==> config.mk <==
export PLATFORM = sky130hd
export DESIGN_NAME = axi_lite_mailbox
export DESIGN_NICKNAME = d
export VERILOG_FILES = /design/src/mbox_pkg.sv /design/src/mbox_fifo.sv /design/src/lite_resp_stage.sv /design/src/mbox_port.sv /design/src/axi_lite_mailbox.sv
export SDC_FILE = /design/constraint.sdc
export NUM_CORES = 1
export LEC_CHECK = 0
export BUFFER_PORTS_ARGS = -buffer_cell sky130_fd_sc_hd__buf_4
export CAP_MARGIN = 30
export CORE_ASPECT_RATIO = 0.75
export CORE_MARGIN = 4
export CORE_UTILIZATION = 64
export DETAILED_ROUTE_END_ITERATION = 10
export PLACE_DENSITY = 0.87
export SYNTH_ARGS = -nofsm -noshare
export SYNTH_HDL_FRONTEND = slang
export SYNTH_SLANG_ARGS = --single-unit
==> constraint.sdc <==
create_clock -name clk_i -period 8.8 [get_ports clk_i]
set_input_delay 2.2 -clock clk_i [delete_from_list [all_inputs] [get_ports clk_i]]
set_output_delay 2.2 -clock clk_i [all_outputs]
set_load 0.005 [all_outputs]
==> src/mbox_pkg.sv <==
/*
 * Mailbox package: bus widths, register map, response codes, marker words
 * and the AXI-Lite channel structs shared by both mailbox ports
 */
package mbox_pkg;

  // ----------------------------------------------------------------------
  // bus geometry
  // ----------------------------------------------------------------------
  localparam int unsigned ADDR_W    = 6;  // 16-word window per port
  localparam int unsigned DATA_W    = 32;
  localparam int unsigned STRB_W    = DATA_W / 8;
  localparam int unsigned REG_IDX_W = 4;  // word address bits 5:2

  // register map, indices 8..15 are not decoded
  typedef enum logic [REG_IDX_W-1:0] {
    MBOXW  = 4'd0,  // push into outbound fifo
    MBOXR  = 4'd1,  // pop from inbound fifo
    STATUS = 4'd2,  // bit0 inbound empty, bit1 outbound full
    ERROR  = 4'd3,  // bit0 read empty, bit1 write full, clear on read
    IRQS   = 4'd4,  // error irq status, write one to clear
    IRQEN  = 4'd5,  // error irq enable
    IRQP   = 4'd6,  // pending = status & enable
    CTRL   = 4'd7   // bit0 flush outbound, bit1 flush inbound
  } reg_e;

  // AXI response codes
  localparam logic [1:0] RESP_OKAY   = 2'b00;
  localparam logic [1:0] RESP_SLVERR = 2'b10;

  typedef logic [DATA_W-1:0] data_t;

  localparam data_t MBOXW_READ_WORD = 32'hFEED_C0DE;  // MBOXW is write only
  localparam data_t EMPTY_READ_WORD = 32'hFEED_DEAD;  // pop from empty mailbox

  // ----------------------------------------------------------------------
  // AXI-Lite channels, flattened into one request and one response word
  // ----------------------------------------------------------------------
  typedef struct packed {
    logic               aw_valid;
    logic [ADDR_W-1:0]  aw_addr;
    logic               w_valid;
    data_t              w_data;
    logic [STRB_W-1:0]  w_strb;
    logic               b_ready;
    logic               ar_valid;
    logic [ADDR_W-1:0]  ar_addr;
    logic               r_ready;
  } lite_req_t;

  typedef struct packed {
    logic               aw_ready;
    logic               w_ready;
    logic               b_valid;
    logic [1:0]         b_resp;
    logic               ar_ready;
    logic               r_valid;
    data_t              r_data;
    logic [1:0]         r_resp;
  } lite_rsp_t;

  // payloads held in the response stages
  typedef struct packed {
    data_t      data;
    logic [1:0] resp;
  } r_chan_t;

  typedef struct packed {
    logic [1:0] resp;
  } b_chan_t;

  // one fifo as seen from a port
  typedef struct packed {
    data_t data;
    logic  strobe;  // push on the writer side, pop on the reader side
    logic  flush;
    logic  flag;    // full on the writer side, empty on the reader side
  } mbox_side_t;

endpackage

==> src/mbox_fifo.sv <==
/*
 * Mailbox FIFO with push, pop and flush over a synchronous circular buffer.
 * One instance serves each direction and data_o always shows the head word
 */
module mbox_fifo #(
  parameter int unsigned MailboxDepth = 8  // at least 2
) (
  input  logic            clk_i,
  input  logic            reset_i,
  input  logic            push_i,
  input  logic            pop_i,
  input  logic            flush_i,   // wins over push and pop
  input  mbox_pkg::data_t data_i,
  output mbox_pkg::data_t data_o,
  output logic            full_o,
  output logic            empty_o
);

  localparam int unsigned PtrW = $clog2(MailboxDepth);
  localparam int unsigned CntW = $clog2(MailboxDepth + 1);

  typedef logic [PtrW-1:0] ptr_t;

  mbox_pkg::data_t mem_q [MailboxDepth];  // storage words
  ptr_t            rd_ptr_q, wr_ptr_q;
  logic [CntW-1:0] count_q;
  logic            do_push, do_pop;

  // step a pointer around the ring of any depth
  function automatic ptr_t next_ptr(input ptr_t p);
    if (p == ptr_t'(MailboxDepth - 1)) begin
      return '0;
    end
    return p + ptr_t'(1);
  endfunction

  assign full_o  = (count_q == CntW'(MailboxDepth));
  assign empty_o = (count_q == '0);
  assign data_o  = mem_q[rd_ptr_q];          // head of the queue

  assign do_push = push_i & ~full_o;         // overflow is dropped
  assign do_pop  = pop_i  & ~empty_o;

  // ----------------------------------------------------------------------
  // pointers and fill count
  // ----------------------------------------------------------------------
  always_ff @(posedge clk_i) begin
    if (reset_i || flush_i) begin
      rd_ptr_q <= '0;
      wr_ptr_q <= '0;
      count_q  <= '0;
    end else begin
      if (do_push) wr_ptr_q <= next_ptr(wr_ptr_q);
      if (do_pop)  rd_ptr_q <= next_ptr(rd_ptr_q);
      case ({do_push, do_pop})
        2'b10:   count_q <= count_q + CntW'(1);
        2'b01:   count_q <= count_q - CntW'(1);
        default: count_q <= count_q;   // idle or push and pop together
      endcase
    end
  end

  always_ff @(posedge clk_i) begin
    if (do_push && !flush_i) begin
      mem_q[wr_ptr_q] <= data_i;
    end
  end

  // the ports have to look at full/empty before they strobe
  a_no_push_full: assert property (@(posedge clk_i) disable iff (reset_i)
    push_i |-> !full_o)
    else $error("mbox_fifo: push while full");

  a_no_pop_empty: assert property (@(posedge clk_i) disable iff (reset_i)
    pop_i |-> !empty_o)
    else $error("mbox_fifo: pop while empty");

endmodule

==> src/lite_resp_stage.sv <==
/*
 * Response stage holding one registered entry of an AXI-Lite R or B
 * channel so that a port never answers combinationally
 */
module lite_resp_stage #(
  parameter type T = logic  // channel payload
) (
  input  logic clk_i,
  input  logic reset_i,
  input  logic valid_i,  // entry from the port logic
  output logic ready_o,
  input  T     data_i,
  output logic valid_o,  // towards the master
  input  logic ready_i,
  output T     data_o
);

  logic full_q;  // entry held
  T     data_q;  // held payload
  logic load;

  // ready when empty or when the held entry leaves this cycle
  assign ready_o = ~full_q | ready_i;
  assign load    = valid_i & ready_o;

  always_ff @(posedge clk_i) begin
    if (reset_i) begin
      full_q <= 1'b0;
    end else if (load) begin
      full_q <= 1'b1;               // refill also while draining
    end else if (ready_i) begin
      full_q <= 1'b0;               // drained
    end
  end

  always_ff @(posedge clk_i) begin
    if (load) data_q <= data_i;
  end

  assign valid_o = full_q;
  assign data_o  = data_q;

  // AXI wants the payload held while the master stalls
  a_stable_payload: assert property (@(posedge clk_i) disable iff (reset_i)
    (valid_o && !ready_i) |=> (valid_o && $stable(data_o)))
    else $error("lite_resp_stage: response changed under back-pressure");

endmodule

==> src/mbox_port.sv <==
/*
 * Mailbox slave port: AXI-Lite decode of the mailbox register map, fifo
 * push/pop/flush control and the level error interrupt of one side
 */
module mbox_port (
  input  logic                clk_i,
  input  logic                reset_i,
  input  mbox_pkg::lite_req_t req_i,
  output mbox_pkg::lite_rsp_t rsp_o,
  // outbound fifo, this port writes
  input  logic                out_full_i,
  output logic                out_push_o,
  output mbox_pkg::data_t     out_data_o,
  output logic                out_flush_o,
  // inbound fifo, this port reads
  input  logic                in_empty_i,
  input  mbox_pkg::data_t     in_data_i,
  output logic                in_pop_o,
  output logic                in_flush_o,
  output logic                irq_o         // active high level
);

  localparam int unsigned IdxW = mbox_pkg::REG_IDX_W;

  mbox_pkg::r_chan_t r_chan, r_out;  // entry into / out of the R stage
  mbox_pkg::b_chan_t b_chan, b_out;
  logic              r_valid, r_ready, r_valid_q;
  logic              b_valid, b_ready, b_valid_q;
  logic              rd_acc, wr_acc;            // handshake edges
  logic [IdxW-1:0]   rd_idx, wr_idx;
  logic              rd_dec, wr_dec;            // index inside the map

  logic [1:0] error_q, error_d;  // {write full, read empty}
  logic       irqs_q, irqs_d;    // error irq status
  logic       irqen_q, irqen_d;
  logic       irqp;
  logic [1:0] status;
  logic       err_rd, err_wr;    // new errors this cycle
  logic       err_clr, irqs_clr;

  // ----------------------------------------------------------------------
  // decode and handshakes
  // ----------------------------------------------------------------------
  assign rd_idx = req_i.ar_addr[IdxW+1:2];  // word index
  assign wr_idx = req_i.aw_addr[IdxW+1:2];
  assign rd_dec = (rd_idx <= mbox_pkg::CTRL);
  assign wr_dec = (wr_idx <= mbox_pkg::CTRL);

  assign r_valid = req_i.ar_valid;
  assign rd_acc  = r_valid & r_ready;                  // R stage has room
  assign b_valid = req_i.aw_valid & req_i.w_valid;     // need both AW and W
  assign wr_acc  = b_valid & b_ready;

  assign status = {out_full_i, in_empty_i};
  assign irqp   = irqs_q & irqen_q;
  assign irq_o  = irqp;  // OR over the single error source

  // byte strobes mask the word that goes into the fifo
  always_comb begin
    for (int b = 0; b < mbox_pkg::STRB_W; b++) begin
      out_data_o[b*8 +: 8] = req_i.w_strb[b] ? req_i.w_data[b*8 +: 8] : 8'h00;
    end
  end

  // ----------------------------------------------------------------------
  // register access, read and write in one block so errors can be merged
  // ----------------------------------------------------------------------
  always_comb begin
    r_chan      = '{data: '0, resp: mbox_pkg::RESP_SLVERR};  // undecoded
    b_chan      = '{resp: mbox_pkg::RESP_SLVERR};
    in_pop_o    = 1'b0;
    out_push_o  = 1'b0;
    out_flush_o = 1'b0;
    in_flush_o  = 1'b0;
    err_rd      = 1'b0;
    err_wr      = 1'b0;
    err_clr     = 1'b0;
    irqs_clr    = 1'b0;
    irqen_d     = irqen_q;

    // read side, side effects only on acceptance
    if (rd_dec) begin
      unique case (mbox_pkg::reg_e'(rd_idx))
        mbox_pkg::MBOXW:
          r_chan = '{data: mbox_pkg::MBOXW_READ_WORD, resp: mbox_pkg::RESP_OKAY};
        mbox_pkg::MBOXR: begin
          if (!in_empty_i) begin
            r_chan   = '{data: in_data_i, resp: mbox_pkg::RESP_OKAY};
            in_pop_o = rd_acc;
          end else begin
            r_chan = '{data: mbox_pkg::EMPTY_READ_WORD, resp: mbox_pkg::RESP_SLVERR};
            err_rd = rd_acc;  // read empty
          end
        end
        mbox_pkg::STATUS:
          r_chan = '{data: mbox_pkg::data_t'(status), resp: mbox_pkg::RESP_OKAY};
        mbox_pkg::ERROR: begin
          r_chan  = '{data: mbox_pkg::data_t'(error_q), resp: mbox_pkg::RESP_OKAY};
          err_clr = rd_acc;   // clear on read
        end
        mbox_pkg::IRQS:
          r_chan = '{data: mbox_pkg::data_t'(irqs_q), resp: mbox_pkg::RESP_OKAY};
        mbox_pkg::IRQEN:
          r_chan = '{data: mbox_pkg::data_t'(irqen_q), resp: mbox_pkg::RESP_OKAY};
        mbox_pkg::IRQP:
          r_chan = '{data: mbox_pkg::data_t'(irqp), resp: mbox_pkg::RESP_OKAY};
        mbox_pkg::CTRL:
          r_chan = '{data: '0, resp: mbox_pkg::RESP_OKAY};  // flush bits self clear
        default: ;
      endcase
    end

    // write side, read only registers keep SLVERR
    if (wr_dec) begin
      unique case (mbox_pkg::reg_e'(wr_idx))
        mbox_pkg::MBOXW: begin
          if (!out_full_i) begin
            out_push_o = wr_acc;
            b_chan     = '{resp: mbox_pkg::RESP_OKAY};
          end else begin
            err_wr = wr_acc;  // write full
          end
        end
        mbox_pkg::IRQS: begin
          irqs_clr = wr_acc & req_i.w_strb[0] & req_i.w_data[0];  // write one to clear
          b_chan   = '{resp: mbox_pkg::RESP_OKAY};
        end
        mbox_pkg::IRQEN: begin
          if (wr_acc && req_i.w_strb[0]) irqen_d = req_i.w_data[0];
          b_chan = '{resp: mbox_pkg::RESP_OKAY};
        end
        mbox_pkg::CTRL: begin
          out_flush_o = wr_acc & req_i.w_strb[0] & req_i.w_data[0];
          in_flush_o  = wr_acc & req_i.w_strb[0] & req_i.w_data[1];
          b_chan      = '{resp: mbox_pkg::RESP_OKAY};
        end
        default: ;
      endcase
    end

    // clear first, then set: a new error survives a same-cycle clear
    error_d = (err_clr ? 2'b00 : error_q) | {err_wr, err_rd};
    irqs_d  = (irqs_q & ~irqs_clr) | err_wr | err_rd;
  end

  always_ff @(posedge clk_i) begin
    if (reset_i) begin
      error_q <= '0;
      irqs_q  <= 1'b0;
      irqen_q <= 1'b0;
    end else begin
      error_q <= error_d;
      irqs_q  <= irqs_d;
      irqen_q <= irqen_d;
    end
  end

  // ----------------------------------------------------------------------
  // registered R and B responses
  // ----------------------------------------------------------------------
  lite_resp_stage #(.T(mbox_pkg::r_chan_t)) i_r_stage (
    .clk_i,
    .reset_i,
    .valid_i ( r_valid       ),
    .ready_o ( r_ready       ),
    .data_i  ( r_chan        ),
    .valid_o ( r_valid_q     ),
    .ready_i ( req_i.r_ready ),
    .data_o  ( r_out         )
  );

  lite_resp_stage #(.T(mbox_pkg::b_chan_t)) i_b_stage (
    .clk_i,
    .reset_i,
    .valid_i ( b_valid       ),
    .ready_o ( b_ready       ),
    .data_i  ( b_chan        ),
    .valid_o ( b_valid_q     ),
    .ready_i ( req_i.b_ready ),
    .data_o  ( b_out         )
  );

  assign rsp_o = '{aw_ready: wr_acc,     w_ready: wr_acc,
                   b_valid:  b_valid_q,  b_resp:  b_out.resp,
                   ar_ready: rd_acc,     r_valid: r_valid_q,
                   r_data:   r_out.data, r_resp:  r_out.resp};

  // a pop only happens on a non-empty fifo and comes back as OKAY data
  a_pop_okay: assert property (@(posedge clk_i) disable iff (reset_i)
    in_pop_o |-> !in_empty_i ##1 (rsp_o.r_valid && rsp_o.r_resp == mbox_pkg::RESP_OKAY))
    else $error("mbox_port: bad pop or pop without OKAY response");

endmodule

==> src/axi_lite_mailbox.sv <==
/*
 * Two-port AXI-Lite mailbox: two slave ports wired crosswise over two
 * FIFOs, fifo 0 carries port 0 to port 1 and fifo 1 the other way
 */
module axi_lite_mailbox #(
  parameter int unsigned MailboxDepth = 8  // words per direction, at least 2
) (
  input  logic                      clk_i,
  input  logic                      reset_i,
  input  mbox_pkg::lite_req_t [1:0] req_i,
  output mbox_pkg::lite_rsp_t [1:0] rsp_o,
  output logic                [1:0] irq_o   // one level irq per port
);

  // index of all these arrays is the port
  logic            [1:0] out_push, out_flush, out_full;  // towards own outbound fifo
  logic            [1:0] in_pop,   in_flush,  in_empty;  // towards own inbound fifo
  mbox_pkg::data_t [1:0] out_data, in_data;

  // ----------------------------------------------------------------------
  // slave ports
  // ----------------------------------------------------------------------
  for (genvar p = 0; p < 2; p++) begin : gen_port
    mbox_port i_port (
      .clk_i,
      .reset_i,
      .req_i       ( req_i[p]     ),
      .rsp_o       ( rsp_o[p]     ),
      .out_full_i  ( out_full[p]  ),
      .out_push_o  ( out_push[p]  ),
      .out_data_o  ( out_data[p]  ),
      .out_flush_o ( out_flush[p] ),
      .in_empty_i  ( in_empty[p]  ),
      .in_data_i   ( in_data[p]   ),
      .in_pop_o    ( in_pop[p]    ),
      .in_flush_o  ( in_flush[p]  ),
      .irq_o       ( irq_o[p]     )
    );
  end

  // ----------------------------------------------------------------------
  // fifo f is written by port f and read by port 1-f
  // ----------------------------------------------------------------------
  for (genvar f = 0; f < 2; f++) begin : gen_fifo
    mbox_fifo #(
      .MailboxDepth ( MailboxDepth )
    ) i_fifo (
      .clk_i,
      .reset_i,
      .push_i  ( out_push[f]                   ),
      .pop_i   ( in_pop[1-f]                   ),
      .flush_i ( out_flush[f] | in_flush[1-f]  ),  // either side may flush
      .data_i  ( out_data[f]                   ),
      .data_o  ( in_data[1-f]                  ),
      .full_o  ( out_full[f]                   ),
      .empty_o ( in_empty[1-f]                 )
    );
  end

endmodule

======== After elaboration in Yosys (flattened, before gate mapping) ========
Memories as Yosys holds them, arrays and structs flattened. A register that Yosys moved wholly into a read port is not among the register bits.
Cells that the tools add are included.
word-level totals
  flip-flop bits (word level) ............. 104
  latch bits .............................. 0
  bits in writable memories ............... 512
  ROM bits ................................ 0
  input bits .............................. 108
  output and inout bits ................... 84
  logic and storage cells ................. 228
  memories kept ........................... 2
memories
  memory                    words  width  rd ports  clocked after memory_dff  wr ports  line             source
  gen_fifo[0].i_fifo.mem_q  8      32     1         1                         1         mbox_fifo.sv:24  mbox_pkg::data_t mem_q [MailboxDepth];
  gen_fifo[1].i_fifo.mem_q  8      32     1         1                         1         mbox_fifo.sv:24
operators by class
  $add $sub $neg .......................... 8
  multipliers ............................. 0
  div/mod/pow operators ................... 0
  $lt $le $gt $ge ......................... 4
  eq/ne operators ......................... 30
  shifts and indexed selects .............. 0
  multiplexer cells ....................... 96
  bitwise operators ....................... 42
  reductions and logical operators ........ 24
operators with widths
  operator                                              number
  one-hot mux 34 bit (8 select lines)                   2
  two-way mux 34 bit                                    2
  two-way mux 1 bit                                     64
  two-way mux 8 bit                                     8
  equality test 4 x 3 -> 1 bit (second input constant)  14
  two-way mux 3 bit                                     12
  zero test 4 bit                                       6
  bitwise AND 1 bit                                     20
  equality test 4 x 2 -> 1 bit (second input constant)  4
  <= comparator 4 x 3 -> 1 bit (second input constant)  4
  one-hot mux 4 bit (2 select lines)                    2
  adder 3 x 1 -> 3 bit (second input constant)          4
  equality test 3 bit (second input constant)           4
  nonzero test 2 bit                                    6
  inverter 1 bit                                        10
  OR 1 bit                                              10
  adder 4 x 1 -> 4 bit (second input constant)          2
  equality test 4 x 1 -> 1 bit (second input constant)  2
  equality test 4 bit (second input constant)           2
  two-way mux 2 bit                                     4
  one-hot mux 2 bit (2 select lines)                    2
  subtractor 4 x 1 -> 4 bit (second input constant)     2
  AND reduction 3 bit                                   2
  OR reduction 3 bit                                    2
  other kinds (6)                                       14

======== Logic depth before layout (Yosys ltp) ========
Gate-level depths: netlist (run 1).
  depth in word-level cells ............... 13
  depth in mapped cells ................... 11
  mapped depth without buffers ............ 10

======== Modules after synthesis ========
From an unflattened synthesis (run 1), not the netlist that was laid out.
unflattened totals
  cells, all modules ...................... 1,322
  area total of the unflattened synthesis .. 25,331.8 um2
modules (own cells, without submodules)
  module                                              times used  cells an instance  area an instance (um2)  sequential area each (um2)
  mbox_fifo (gen_fifo[0].i_fifo)                      1           451                10,463.8                7,947.6
  mbox_fifo (gen_fifo[1].i_fifo)                      1           451                10,453.8                7,947.6
  lite_resp_stage (gen_port[0].i_port.i_r_stage ...)  2           39                 1,076.0                 1,041.0
  mbox_port                                           2           163                1,009.7                 80.1
  lite_resp_stage (gen_port[0].i_port.i_b_stage ...)  2           7                  115.1                   80.1
  axi_lite_mailbox                                    1           2                  12.5                    0.0

======== Worst setup path before layout (run 1) ========
Ideal clock, no wire load.
  kind .................................... in2reg
  start point ............................. input port req_i[51] (netlist name)
  end point ............................... memory gen_fifo[0].i_fifo.mem_q[1][0] (netlist name) (enable)
  library setup time ...................... 0.502 ns
  data arrival time ....................... 6.213 ns
  required time ........................... 8.298 ns
  path slack .............................. 2.085 ns
  stages on the path ...................... 4
  path buffers ............................ 0
  path through ............................ or2_1 nor4_1 nand2_1 nor4_1
on the way
  cells in the longest elaborated chain, start to end .. 8
  elaborated cells on any way between the ends .. 13
  classes of those cells .................. 1 x order compare; 1 x eq/ne; 6 x mux; 2 x bitwise; 3 x reduce/logical
ends and longest elaborated chain
  what                                                                                  line                    source
  start, declared                                                                       axi_lite_mailbox.sv:10  input mbox_pkg::lite_req_t [1:0] req_i,
  parallel branches: the longest is 5 deep, another holds <= comparator 4 x 3 -> 1 bit  --
  logical AND 1 bit *                                                                   mbox_fifo.sv:64         if (do_push && !flush_i) begin
  two-way mux 1 bit *                                                                   mbox_fifo.sv:64
  two-way mux 1 bit (not written as such) *                                             mbox_fifo.sv:65         mem_q[wr_ptr_q] <= data_i;
  end, declared                                                                         mbox_fifo.sv:24
Mark *: on every way between the ends.

==> results of run 1 <==
cell usage after synthesis (3+ instances only):
| cell | count |
|---|---|
| mux2_2 | 4 |
| clkbuf_1 | 25 |
| or4b_1 | 3 |
| nand3_1 | 12 |
| and2_1 | 64 |
| o21ai_0 | 15 |
| edfxtp_1 | 580 |
| inv_1 | 20 |
| nor4b_1 | 3 |
| nand2b_1 | 12 |
| or3_1 | 7 |
| buf_4 | 18 |
| a21oi_1 | 78 |
| mux4_2 | 128 |
| dfxtp_1 | 38 |
| or4_4 | 3 |
| nor3_1 | 4 |
| or4_1 | 6 |
| nor2b_1 | 3 |
| o32ai_1 | 3 |
| nand2_1 | 26 |
| mux2i_1 | 66 |
| a21o_1 | 3 |
| a31oi_1 | 5 |
| nor2_1 | 37 |
| nand4_1 | 5 |
| nor4_1 | 21 |
| nand3b_1 | 3 |
| buf_2 | 23 |
| xor2_1 | 5 |
| ha_1 | 14 |
| buf_1 | 6 |
registers in the layout (all words and copies together), names as in the netlist, named ones only:
signal and count:
gen_fifo.i_fifo.rd_ptr_q 6, gen_fifo.i_fifo.wr_ptr_q 6, gen_port.i_port.i_r_stage.data_o 66, gen_port.i_port.i_b_stage.valid_o 2
gen_fifo.i_fifo.mem_q 512, gen_fifo.i_fifo.count_q 8, gen_port.i_port.i_b_stage.data_o 2, gen_port.i_port.error_q 4
gen_port.i_port.irqen_q 2, gen_port.i_port.irqs_q 2, gen_port.i_port.i_r_stage.valid_o 2
worst paths after layout:
check        slack (ns)                            end                           from
max reg2reg        5.62  gen_fifo[1].i_fifo.count_q[3]  gen_fifo[1].i_fifo.count_q[3]
min                0.47  gen_port[1].i_port.error_q[0]  gen_port[1].i_port.error_q[0]
max                3.32                      rsp_o[35]                       req_i[0]
min reg2reg        0.47  gen_port[1].i_port.error_q[0]  gen_port[1].i_port.error_q[0]
cells in the final DEF (no fill, tap or decap), types with 3 or more instances in the layout:
cell type and n:
or4b_1 3, nor4_1 5, nand3_1 12, nand4_1 5, nor2_1 37, diode_2 4, nor2b_1 3, a31oi_1 5
ha_1 14, dfxtp_2 4, mux2i_1 66, edfxtp_1 580, or4_1 6, o21ai_0 15, nand2_1 26, conb_1 4
or3_1 7, a21oi_1 78, mux2_2 4, nand3b_1 3, clkinv_2 10, a21o_1 3, clkbuf_8 6, clkinv_1 11
mux4_2 128, nor4b_1 3, buf_4 205, nor3_1 4, inv_1 20, and2_1 63, clkbuf_16 54, or4_4 3
dfxtp_1 32, xor2_1 5, nand2b_1 12, nor4_2 16, o32ai_1 3, clkbuf_1 15
area by class of cell:
class	count	share of cell area
timing repair buffer	205	0.05495
multi-input combinational	559	0.2106
inverter	20	0.002680
antenna	4	0.0003574
tap	504	0.02252
clock buffer	75	0.05321
sequential	618	0.6495
clock inverter	26	0.006165
per-stage QoR:
step                      area, sq um  worst slack (ns)  utilization
after floorplan                 24430             2.085            -
after global placement          26330             3.331       0.7039
after detailed placement        26330             3.325       0.7041
after CTS                       28000             3.320       0.7486
after global routing            28010             3.251       0.7489
final                           28010             3.321       0.7489
power by group:
part           internal (W)  leakage [nW]  switching (W)
clock               0.00121         0.814        0.00101
combinational     0.0000723          2.71       0.000104
sequential          0.00323          5.70     0.00000976
layer usage:
metal	global-route usage	part of all wire
met1	0.3678	0.36
met2	0.4473	0.51
met3	0.04649	0.088
met4	0.09772	0.038
met5	0	0
worst reg2reg max path, delay by kind of cell (launching register included):
kind,cells,cell delay (ns)
buffers and inverters,1,0.10
AOI/OAI and AO/OA,3,0.67
and+or+nand+nor,3,1.38
DFF,1,0.36
adders and majority gates,2,0.54
logic make-up after synthesis:
| logic type | after synthesis | share of synthesized area |
|---|---|---|
| compound gates | 118 | 0.02823 |
| xor+xnor | 6 | 0.002152 |
| fa+ha+maj | 15 | 0.007992 |
| buf+inv | 94 | 0.01875 |
| flops | 618 | 0.7443 |
| mux | 198 | 0.1469 |
| other cells | 1 | 0.0001535 |
| simple gates | 218 | 0.05149 |
==> impl_metrics.env, run 1 <==
export IMPL_port_buffer_count=179
export IMPL_die_w_microns=233.6
export IMPL_worst_r2r_cell_count=9
export IMPL_startpoint_type="input port"
export IMPL_area_delta_synth_final_pct=14.68
export IMPL_nets=1581
export IMPL_hold_path_class="register to register"
export IMPL_fin_skew_ns=0.03161
export IMPL_wl_microns=54950
export IMPL_hold_depth=2
export IMPL_clock_tree_buffer_depth=3
export IMPL_route_detailed_drc=0
export IMPL_multi_input_area_sq_um=5899
export IMPL_end_kind="output pin"
export IMPL_core_sq_um=37400
export IMPL_cp_max_fo=36
export IMPL_synthCells=1268
export IMPL_fin_tns_setup_ns=0
export IMPL_grt_usage=0.2694
export IMPL_cpMostUsedCell="buf_4"
export IMPL_instances_no_fill=2011
export IMPL_dieHeight_microns=177.2
export IMPL_dpl_cell_count=1906
export IMPL_max_freq_mhz=182.5
export IMPL_powerDensity_nw_per_um2=201.5
export IMPL_crit_cells=5
export IMPL_relSlewSlack=0.3585
export IMPL_regArea_sq_um=18190
export IMPL_cts_max_level=2
export IMPL_antenna_found_initial=4
export IMPL_timing_final_crit_period_ns=5.479
export IMPL_slowest_stage="buf_4"
export IMPL_async_flop_share=0
export IMPL_hold_slack_ns=0.4738
export IMPL_clk_latency_ns=0.60
export IMPL_required_ns=6.60
export IMPL_maxSlewViolCount=0
export IMPL_cts_resized=0
export IMPL_dieArea_sq_um=41380
export IMPL_path_class="input port to output pin"
export IMPL_worstMarginPinSlew_ns=0.9622
export IMPL_grt_overflow=0
export IMPL_ir_drop_v=0.0001751
export IMPL_netlist_area_sq_um=24420
export IMPL_arrival_ns=3.28
export IMPL_post_cts_buffers=0
export IMPL_cts_tree="done"
export IMPL_cts_hold_buffers=0
export IMPL_numCtsBuffers=54
export IMPL_layout_drive_gt1_share=0.2967
export IMPL_cts_root_buf="clkbuf_16"
export IMPL_status="finished, final reports clean"
export IMPL_finalPower_w=0.005643
export IMPL_clock_sinks=618
export IMPL_vias=13030
export IMPL_ant_nets=0
export IMPL_drt_iter0_markers=1405
export IMPL_hpwl_microns=33120
export IMPL_rsz0062_at_grt="no"
export IMPL_synth_yosys_warnings=0
export IMPL_worstPathCellList="buf_4 > nand2b_1 > and2_2 > buf_4 > buf_4"
export IMPL_min_period_over_period=0.6227
export IMPL_viasPerCell=6.480
export IMPL_synth_yosys_seq_area_share=0.7443
export IMPL_hold_viol_final=0
export IMPL_clkSlewWorstSetupHoldPaths_ns=0.06
export IMPL_drv_cap=0
export IMPL_critPathBufInv=3
export IMPL_synth_top_flop_cell="edfxtp_1"
export IMPL_fp_row_count=61
export IMPL_io_pins=192
export IMPL_syn_avg_cell_area_sq_um=19.26
export IMPL_p_leak_nw=9.227
export IMPL_globalplace_congestion=0.7966
export IMPL_synthTopCellsByArea="edfxtp_1 71%, mux4_2 12%, dfxtp_1 3.1%, mux2i_1 2.7%, and2_1 1.6%"
export IMPL_yosysTopAreaCell="edfxtp_1"
export IMPL_fillers=1972
export IMPL_slowest_delay_ns=0.45
export IMPL_critPathTopFamily="buffers and inverters"
export IMPL_finalSetupViolations=0
export IMPL_netlist_cell_type_count=54
export IMPL_firstDrtPassIters=7
export IMPL_grt_max_degree=63
export IMPL_grt_pass1_vias=13660
export IMPL_synth_top_cell_area_share=0.7132
export IMPL_post_drt_wl_per_cell_microns=27.32
export IMPL_initial_utilization=0.6530
export IMPL_synth_edf_count=580
export IMPL_ys_ff_latch=618
export IMPL_grt_pass1_wl_microns=82610
Power figures use the tool's default switching activity.
==> run 2: changes to the inputs <==
--- a/config.mk
+++ b/config.mk
@@ -9,9 +9,9 @@
 export CAP_MARGIN = 30
 export CORE_ASPECT_RATIO = 0.75
 export CORE_MARGIN = 4
-export CORE_UTILIZATION = 64
+export CORE_UTILIZATION = 60
 export DETAILED_ROUTE_END_ITERATION = 10
-export PLACE_DENSITY = 0.87
+export PLACE_DENSITY = 0.83
 export SYNTH_ARGS = -nofsm -noshare
 export SYNTH_HDL_FRONTEND = slang
 export SYNTH_SLANG_ARGS = --single-unit
==> constraint.sdc (replaced) <==
create_clock -name clk_i -period 5.1 [get_ports clk_i]
set_input_delay 1.275 -clock clk_i [delete_from_list [all_inputs] [get_ports clk_i]]
set_output_delay 1.275 -clock clk_i [all_outputs]
set_load 0.005 [all_outputs]
==> run 2 against run 1 <==
Core utilization decreased by 4.1 points; worst hold slack got worse by 0.0011 ns; routed wire length decreased by 2.8%; cell area is 0.86% higher; non-clock buffer count up 7; cell count grew 1.0%; die area grew 6.4%; power up 75%; critical endpoint is now gen_fifo[1].i_fifo.count_q[3]; highest routed layer unchanged.
==> impl_metrics.env, run 2 (synthesized netlist as in run 1, its figures left out) <==
export IMPL_core_sq_um=39890
export IMPL_initial_utilization=0.6123
export IMPL_cts_max_level=2
export IMPL_cts_tree="done"
export IMPL_grt_pass1_wl_microns=80060
export IMPL_hpwl_microns=32080
export IMPL_timing_final_crit_period_ns=3.525
export IMPL_clock_sinks=618
export IMPL_fp_row_count=63
export IMPL_required_ns=5.54
export IMPL_finalPower_w=0.009873
export IMPL_hold_depth=2
export IMPL_arrival_ns=3.96
export IMPL_nets=1588
export IMPL_dieHeight_microns=182.7
export IMPL_worstMarginPinSlew_ns=1.024
export IMPL_hold_slack_ns=0.4727
export IMPL_post_drt_wl_per_cell_microns=26.29
export IMPL_cts_root_buf="clkbuf_16"
export IMPL_status="finished, final reports clean"
export IMPL_ir_drop_v=0.0004084
export IMPL_fillers=2318
export IMPL_relSlewSlack=0.3171
export IMPL_vias=12830
export IMPL_maxSlewViolCount=0
export IMPL_largest_reg_flops=512
export IMPL_final_common_cell="edfxtp_1"
export IMPL_worst_r2r_cell_count=9
export IMPL_p_leak_nw=9.300
export IMPL_min_period_over_period=0.6912
export IMPL_grt_usage=0.2434
export IMPL_end_kind="register"
export IMPL_ant_nets=0
export IMPL_area_delta_synth_final_pct=15.66
export IMPL_die_w_microns=241.0
export IMPL_fin_tns_setup_ns=0
export IMPL_final_cell_area_sq_um=28250
export IMPL_cp_max_fo=9
export IMPL_post_cts_buffers=0
export IMPL_antenna_found_initial=3
export IMPL_layout_drive_gt1_share=0.2982
export IMPL_globalplace_congestion=0.7957
export IMPL_hold_path_class="register to register"
export IMPL_route_detailed_drc=0
export IMPL_hold_viol_final=0
export IMPL_path_class="input port to register"
export IMPL_largest_register="gen_fifo.i_fifo.mem_q"
export IMPL_grt_max_degree=47
export IMPL_powerDensity_nw_per_um2=349.5
export IMPL_viasPerCell=6.315
export IMPL_dieArea_sq_um=44030
export IMPL_grt_pass1_vias=13160
export IMPL_final_cell_mix="580 x edfxtp_1, 209 x buf_4, 128 x mux4_2, 78 x a21oi_1, 66 x mux2i_1"
export IMPL_cts_resized=0
export IMPL_rsz0062_at_grt="no"
export IMPL_max_freq_mhz=283.7
export IMPL_finalSetupViolations=0
export IMPL_clk_latency_ns=0.60
export IMPL_cts_hold_buffers=0
export IMPL_clock_tree_buffer_depth=3
export IMPL_grt_overflow=0
export IMPL_numCtsBuffers=54
export IMPL_placed_cell_area_sq_um=26460
export IMPL_port_buffer_count=179
export IMPL_wl_microns=53420
export IMPL_clkSlewWorstSetupHoldPaths_ns=0.07
export IMPL_startpoint_type="input port"
export IMPL_fin_skew_ns=0.03878
export IMPL_firstDrtPassIters=6
export IMPL_drt_iter0_markers=1284
export IMPL_io_pins=192
export IMPL_drv_cap=0
## run 2: changes by cell type in the layout (fill, tap and decap cells not counted), moves of 2 or more
| cell | delta |
|---|---|
| buf_4 | +4 |
| clkbuf_8 | -2 |
| clkinv_1 | +2 |
| clkinvlp_4 | -2 |
| clkinv_16 | +2 |
| nor4_4 | +8 |
| nor4_2 | -8 |
| clkinv_2 | -5 |
| clkinv_4 | +3 |
| bufinv_16 | +2 |
## run 2: path summary, 6_finish.rpt
check / start / end / slack [ns]
setup / recovery: req_i[101] / gen_fifo[1].i_fifo.count_q[3] / 1.57
hold / removal: gen_port[1].i_port.error_q[0] / gen_port[1].i_port.error_q[0] / 0.47
setup reg to reg: gen_fifo[1].i_fifo.count_q[3] / gen_fifo[1].i_fifo.count_q[3] / 1.83
hold reg to reg: gen_port[1].i_port.error_q[0] / gen_port[1].i_port.error_q[0] / 0.47
## run 2: routing by layer
metal / vias to the layer above / global-route usage / part of all wire
met4: 0 / 0.08075 / 0.035
met1: 6582 / 0.3439 / 0.38
met2: 615 / 0.4006 / 0.51
li1: 5519 / - / -
met3: 117 / 0.03535 / 0.078
met5: - / 0 / 0
## run 2: critical path, cell delays in order
cell       delay, ns
buf_4           0.13
nor3_1          0.49
and4_1          0.32
nand2_1         0.08
buf_4           0.22
ha_1            0.27
ha_1            0.28
a21o_1          0.21
a2111oi_0       0.43
nand4b_1        0.17
a31oi_1         0.09
## run 2: per-stage QoR
step	worst slack, ns	instances	utilization
after floorplan	-0.6896	1271	-
after global placement	1.173	1926	0.6632
after detailed placement	1.037	1927	0.6634
after CTS	1.659	2027	0.7069
after global routing	1.436	2032	0.7082
final	1.575	2032	0.7082
## run 2: area by class of cell
type | count | area [sq um] | share of cell area
Sequential cell | 618 | 18190 | 0.6440
Multi-Input combinational cell | 559 | 5969 | 0.2113
Antenna cell | 3 | 7.507 | 0.0002658
Inverter | 20 | 75.07 | 0.002658
Tap cell | 520 | 650.6 | 0.02303
Clock buffer | 74 | 1488 | 0.05267
Timing Repair Buffer | 212 | 1617 | 0.05723
Clock inverter | 26 | 250.2 | 0.008859
## run 2: report_power, final
group | leakage (nW) | switching [W] | internal (W) | total [W]
clock | 0.842 | 0.00177 | 0.00220 | 0.00398
sequential | 5.70 | 0.0000149 | 0.00558 | 0.00559
combinational | 2.76 | 0.000177 | 0.000127 | 0.000303
==> run 3: changes to the inputs <==
--- a/config.mk
+++ b/config.mk
@@ -9,9 +9,9 @@
 export CAP_MARGIN = 30
 export CORE_ASPECT_RATIO = 0.75
 export CORE_MARGIN = 4
-export CORE_UTILIZATION = 60
+export CORE_UTILIZATION = 54
 export DETAILED_ROUTE_END_ITERATION = 10
-export PLACE_DENSITY = 0.83
+export PLACE_DENSITY = 0.79
 export SYNTH_ARGS = -nofsm -noshare
 export SYNTH_HDL_FRONTEND = slang
 export SYNTH_SLANG_ARGS = --single-unit
==> constraint.sdc (replaced) <==
create_clock -name clk_i -period 3.2 [get_ports clk_i]
set_input_delay 0.8 -clock clk_i [delete_from_list [all_inputs] [get_ports clk_i]]
set_output_delay 0.8 -clock clk_i [all_outputs]
set_load 0.005 [all_outputs]
==> run 3 against run 2 <==
Cell area up 2.6%; routed wire length up 1.2%; power up 63%; combinational power up 63%; cell count up 4.8%; register-to-register slack worse by 1.6 ns; die area up 11%; critical path depth down 2; non-clock buffer count up 24.
==> impl_metrics.env, run 3 (synthesized netlist as in run 1, its figures left out) <==
export IMPL_nets=1615
export IMPL_clock_tree_buffer_depth=3
export IMPL_final_common_cell="edfxtp_1"
export IMPL_hpwl_microns=32800
export IMPL_clk_latency_ns=0.63
export IMPL_finalSetupViolations=0
export IMPL_hold_viol_final=0
export IMPL_timing_final_crit_period_ns=2.933
export IMPL_p_sw_frac=0.1998
export IMPL_startpoint_type="register"
export IMPL_grt_pass1_vias=13240
export IMPL_grt_pass1_wl_microns=81540
export IMPL_min_to="gen_port[0].i_port.i_b_stage.valid_o"
export IMPL_core_sq_um=44680
export IMPL_dieArea_sq_um=48730
export IMPL_post_cts_buffers=0
export IMPL_ant_nets=0
export IMPL_port_buffer_count=179
export IMPL_cts_max_level=2
export IMPL_cts_hold_buffers=0
export IMPL_p_comb_frac=0.031
export IMPL_route_detailed_drc=0
export IMPL_antenna_found_initial=3
export IMPL_cts_resized=0
export IMPL_final_cell_mix="580 x edfxtp_1, 217 x buf_4, 128 x mux4_2, 78 x a21oi_1, 66 x mux2i_1"
export IMPL_fin_skew_ns=0.04837
export IMPL_numCtsBuffers=57
export IMPL_ir_drop_v=0.0005385
export IMPL_drv_cap=0
export IMPL_final_cell_area_sq_um=28980
export IMPL_cts_tree="done"
export IMPL_fin_tns_setup_ns=0
export IMPL_layout_drive_gt1_share=0.3195
export IMPL_p_seq_frac=0.553
export IMPL_placed_cell_area_sq_um=27070
export IMPL_grt_max_degree=51
export IMPL_path_class="register to register"
export IMPL_wl_microns=54080
export IMPL_hold_depth=3
export IMPL_firstDrtPassIters=4
export IMPL_clkSlewWorstSetupHoldPaths_ns=0.06
export IMPL_worst_r2r_cell_count=9
export IMPL_rrSetupSlack_ns=0.27
export IMPL_vias=12840
export IMPL_area_delta_synth_final_pct=18.65
export IMPL_r2r_start="gen_fifo[1].i_fifo.count_q[0]"
export IMPL_maxSlewViolCount=0
export IMPL_worstMarginPinSlew_ns=0.9632
export IMPL_die_w_microns=253.6
export IMPL_rr_endpoint="gen_fifo[1].i_fifo.count_q[3]"
export IMPL_p_int_w=0.01290
export IMPL_clock_sinks=618
export IMPL_p_leak_nw=9.547
export IMPL_post_drt_wl_per_cell_microns=25.39
export IMPL_drt_iter0_markers=966
export IMPL_min_period_over_period=0.9165
export IMPL_largest_register="gen_fifo.i_fifo.mem_q"
export IMPL_initial_utilization=0.5466
export IMPL_grt_overflow=0
export IMPL_cts_root_buf="clkbuf_16"
export IMPL_hold_path_class="input port to register"
export IMPL_relSlewSlack=0.3579
export IMPL_cp_max_fo=7
export IMPL_arrival_ns=3.39
export IMPL_grt_usage=0.2244
export IMPL_powerDensity_nw_per_um2=556.3
export IMPL_end_kind="register"
export IMPL_fp_row_count=67
export IMPL_viasPerCell=6.026
export IMPL_required_ns=3.66
export IMPL_power_switching_w=0.003221
export IMPL_globalplace_congestion=0.7972
export IMPL_io_pins=192
export IMPL_max_freq_mhz=341.0
export IMPL_final_util=0.6485
export IMPL_dieHeight_microns=192.2
export IMPL_hold_start="req_i[45]"
export IMPL_largest_reg_flops=512
export IMPL_status="finished, final reports clean"
export IMPL_rsz0062_at_grt="no"
export IMPL_clock_power_share=0.416
export IMPL_fillers=2882
-- run 3: cell count changes in the layout (fill, tap and decap cells not counted), sizes merged --
cell      previous run  this run
buf                212       236
clkbuf              74        79
clkinvlp             0         4
clkinv              23        20
diode                3         4
inv                 20        21
-- run 3: power groups by stage --
stage,Clock [W],Combinational [W],Sequential [W]
floorplan,0,0.000190,0.00909
global placement,0,0.000470,0.00909
detailed placement,0,0.000489,0.00909
CTS,0.00682,0.000495,0.00892
global route,0.00721,0.000534,0.00891
finish,0.00671,0.000493,0.00892
-- run 3: worst max path at each step --
stage | cells after the start | to | from
6_report | 9 | gen_fifo[1].i_fifo.count_q[3] | gen_fifo[1].i_fifo.count_q[0]
3_5_place_dp | 10 | gen_fifo[1].i_fifo.count_q[3] | req_i[101]
4_1_cts | 9 | gen_fifo[1].i_fifo.count_q[3] | gen_fifo[1].i_fifo.count_q[2]
3_3_place_gp | 6 | gen_fifo[0].i_fifo.mem_q[5][18] | req_i[52]
5_1_grt | 9 | gen_fifo[1].i_fifo.count_q[3] | gen_fifo[1].i_fifo.count_q[2]
2_1_floorplan | 6 | gen_fifo[0].i_fifo.mem_q[0][0] | req_i[103]
-- run 3: worst max-delay path, stage by stage (launching register included) --
cell,delay [ns]
dfxtp_1,0.37
or4b_1,0.68
and4_1,0.31
nand2_2,0.09
ha_1,0.21
ha_1,0.24
a21o_1,0.20
a2111oi_0,0.42
nand4b_1,0.16
a31oi_1,0.07
-- run 3: area by class of cell --
type	instances	area, sq um	area share
sequential	618	18190	0.6277
multi-input combinational	559	6066	0.2093
timing repair buffer	236	2009	0.06935
clock buffer	79	1620	0.05592
tap	586	733.2	0.02530
clock inverter	28	272.8	0.009413
inverter	20	75.07	0.002591
antenna	4	10.01	0.0003454
-- run 3: metal layers --
layer / GRT usage / vias up / part of all wire
li1: - / 5584 / -
met1: 0.3297 / 6696 / 0.42
met2: 0.3630 / 497 / 0.50
met3: 0.03493 / 59 / 0.069
met4: 0.05068 / 0 / 0.015
met5: 0 / - / 0
-- run 3: stage by stage --
stage	power, W	hold WS (ns)	std cells	setup slack (ns)
6_report	0.01612	0.4262	2130	0.2671
5_1_grt	0.01666	0.4054	2129	0.1633
4_1_cts	0.01623	0.3946	2126	0.2902
3_5_place_dp	0.009580	0.4531	2019	0.05489
3_3_place_gp	0.009559	0.4456	2018	0.2137
2_1_floorplan	0.009280	0.4319	1271	0.005630
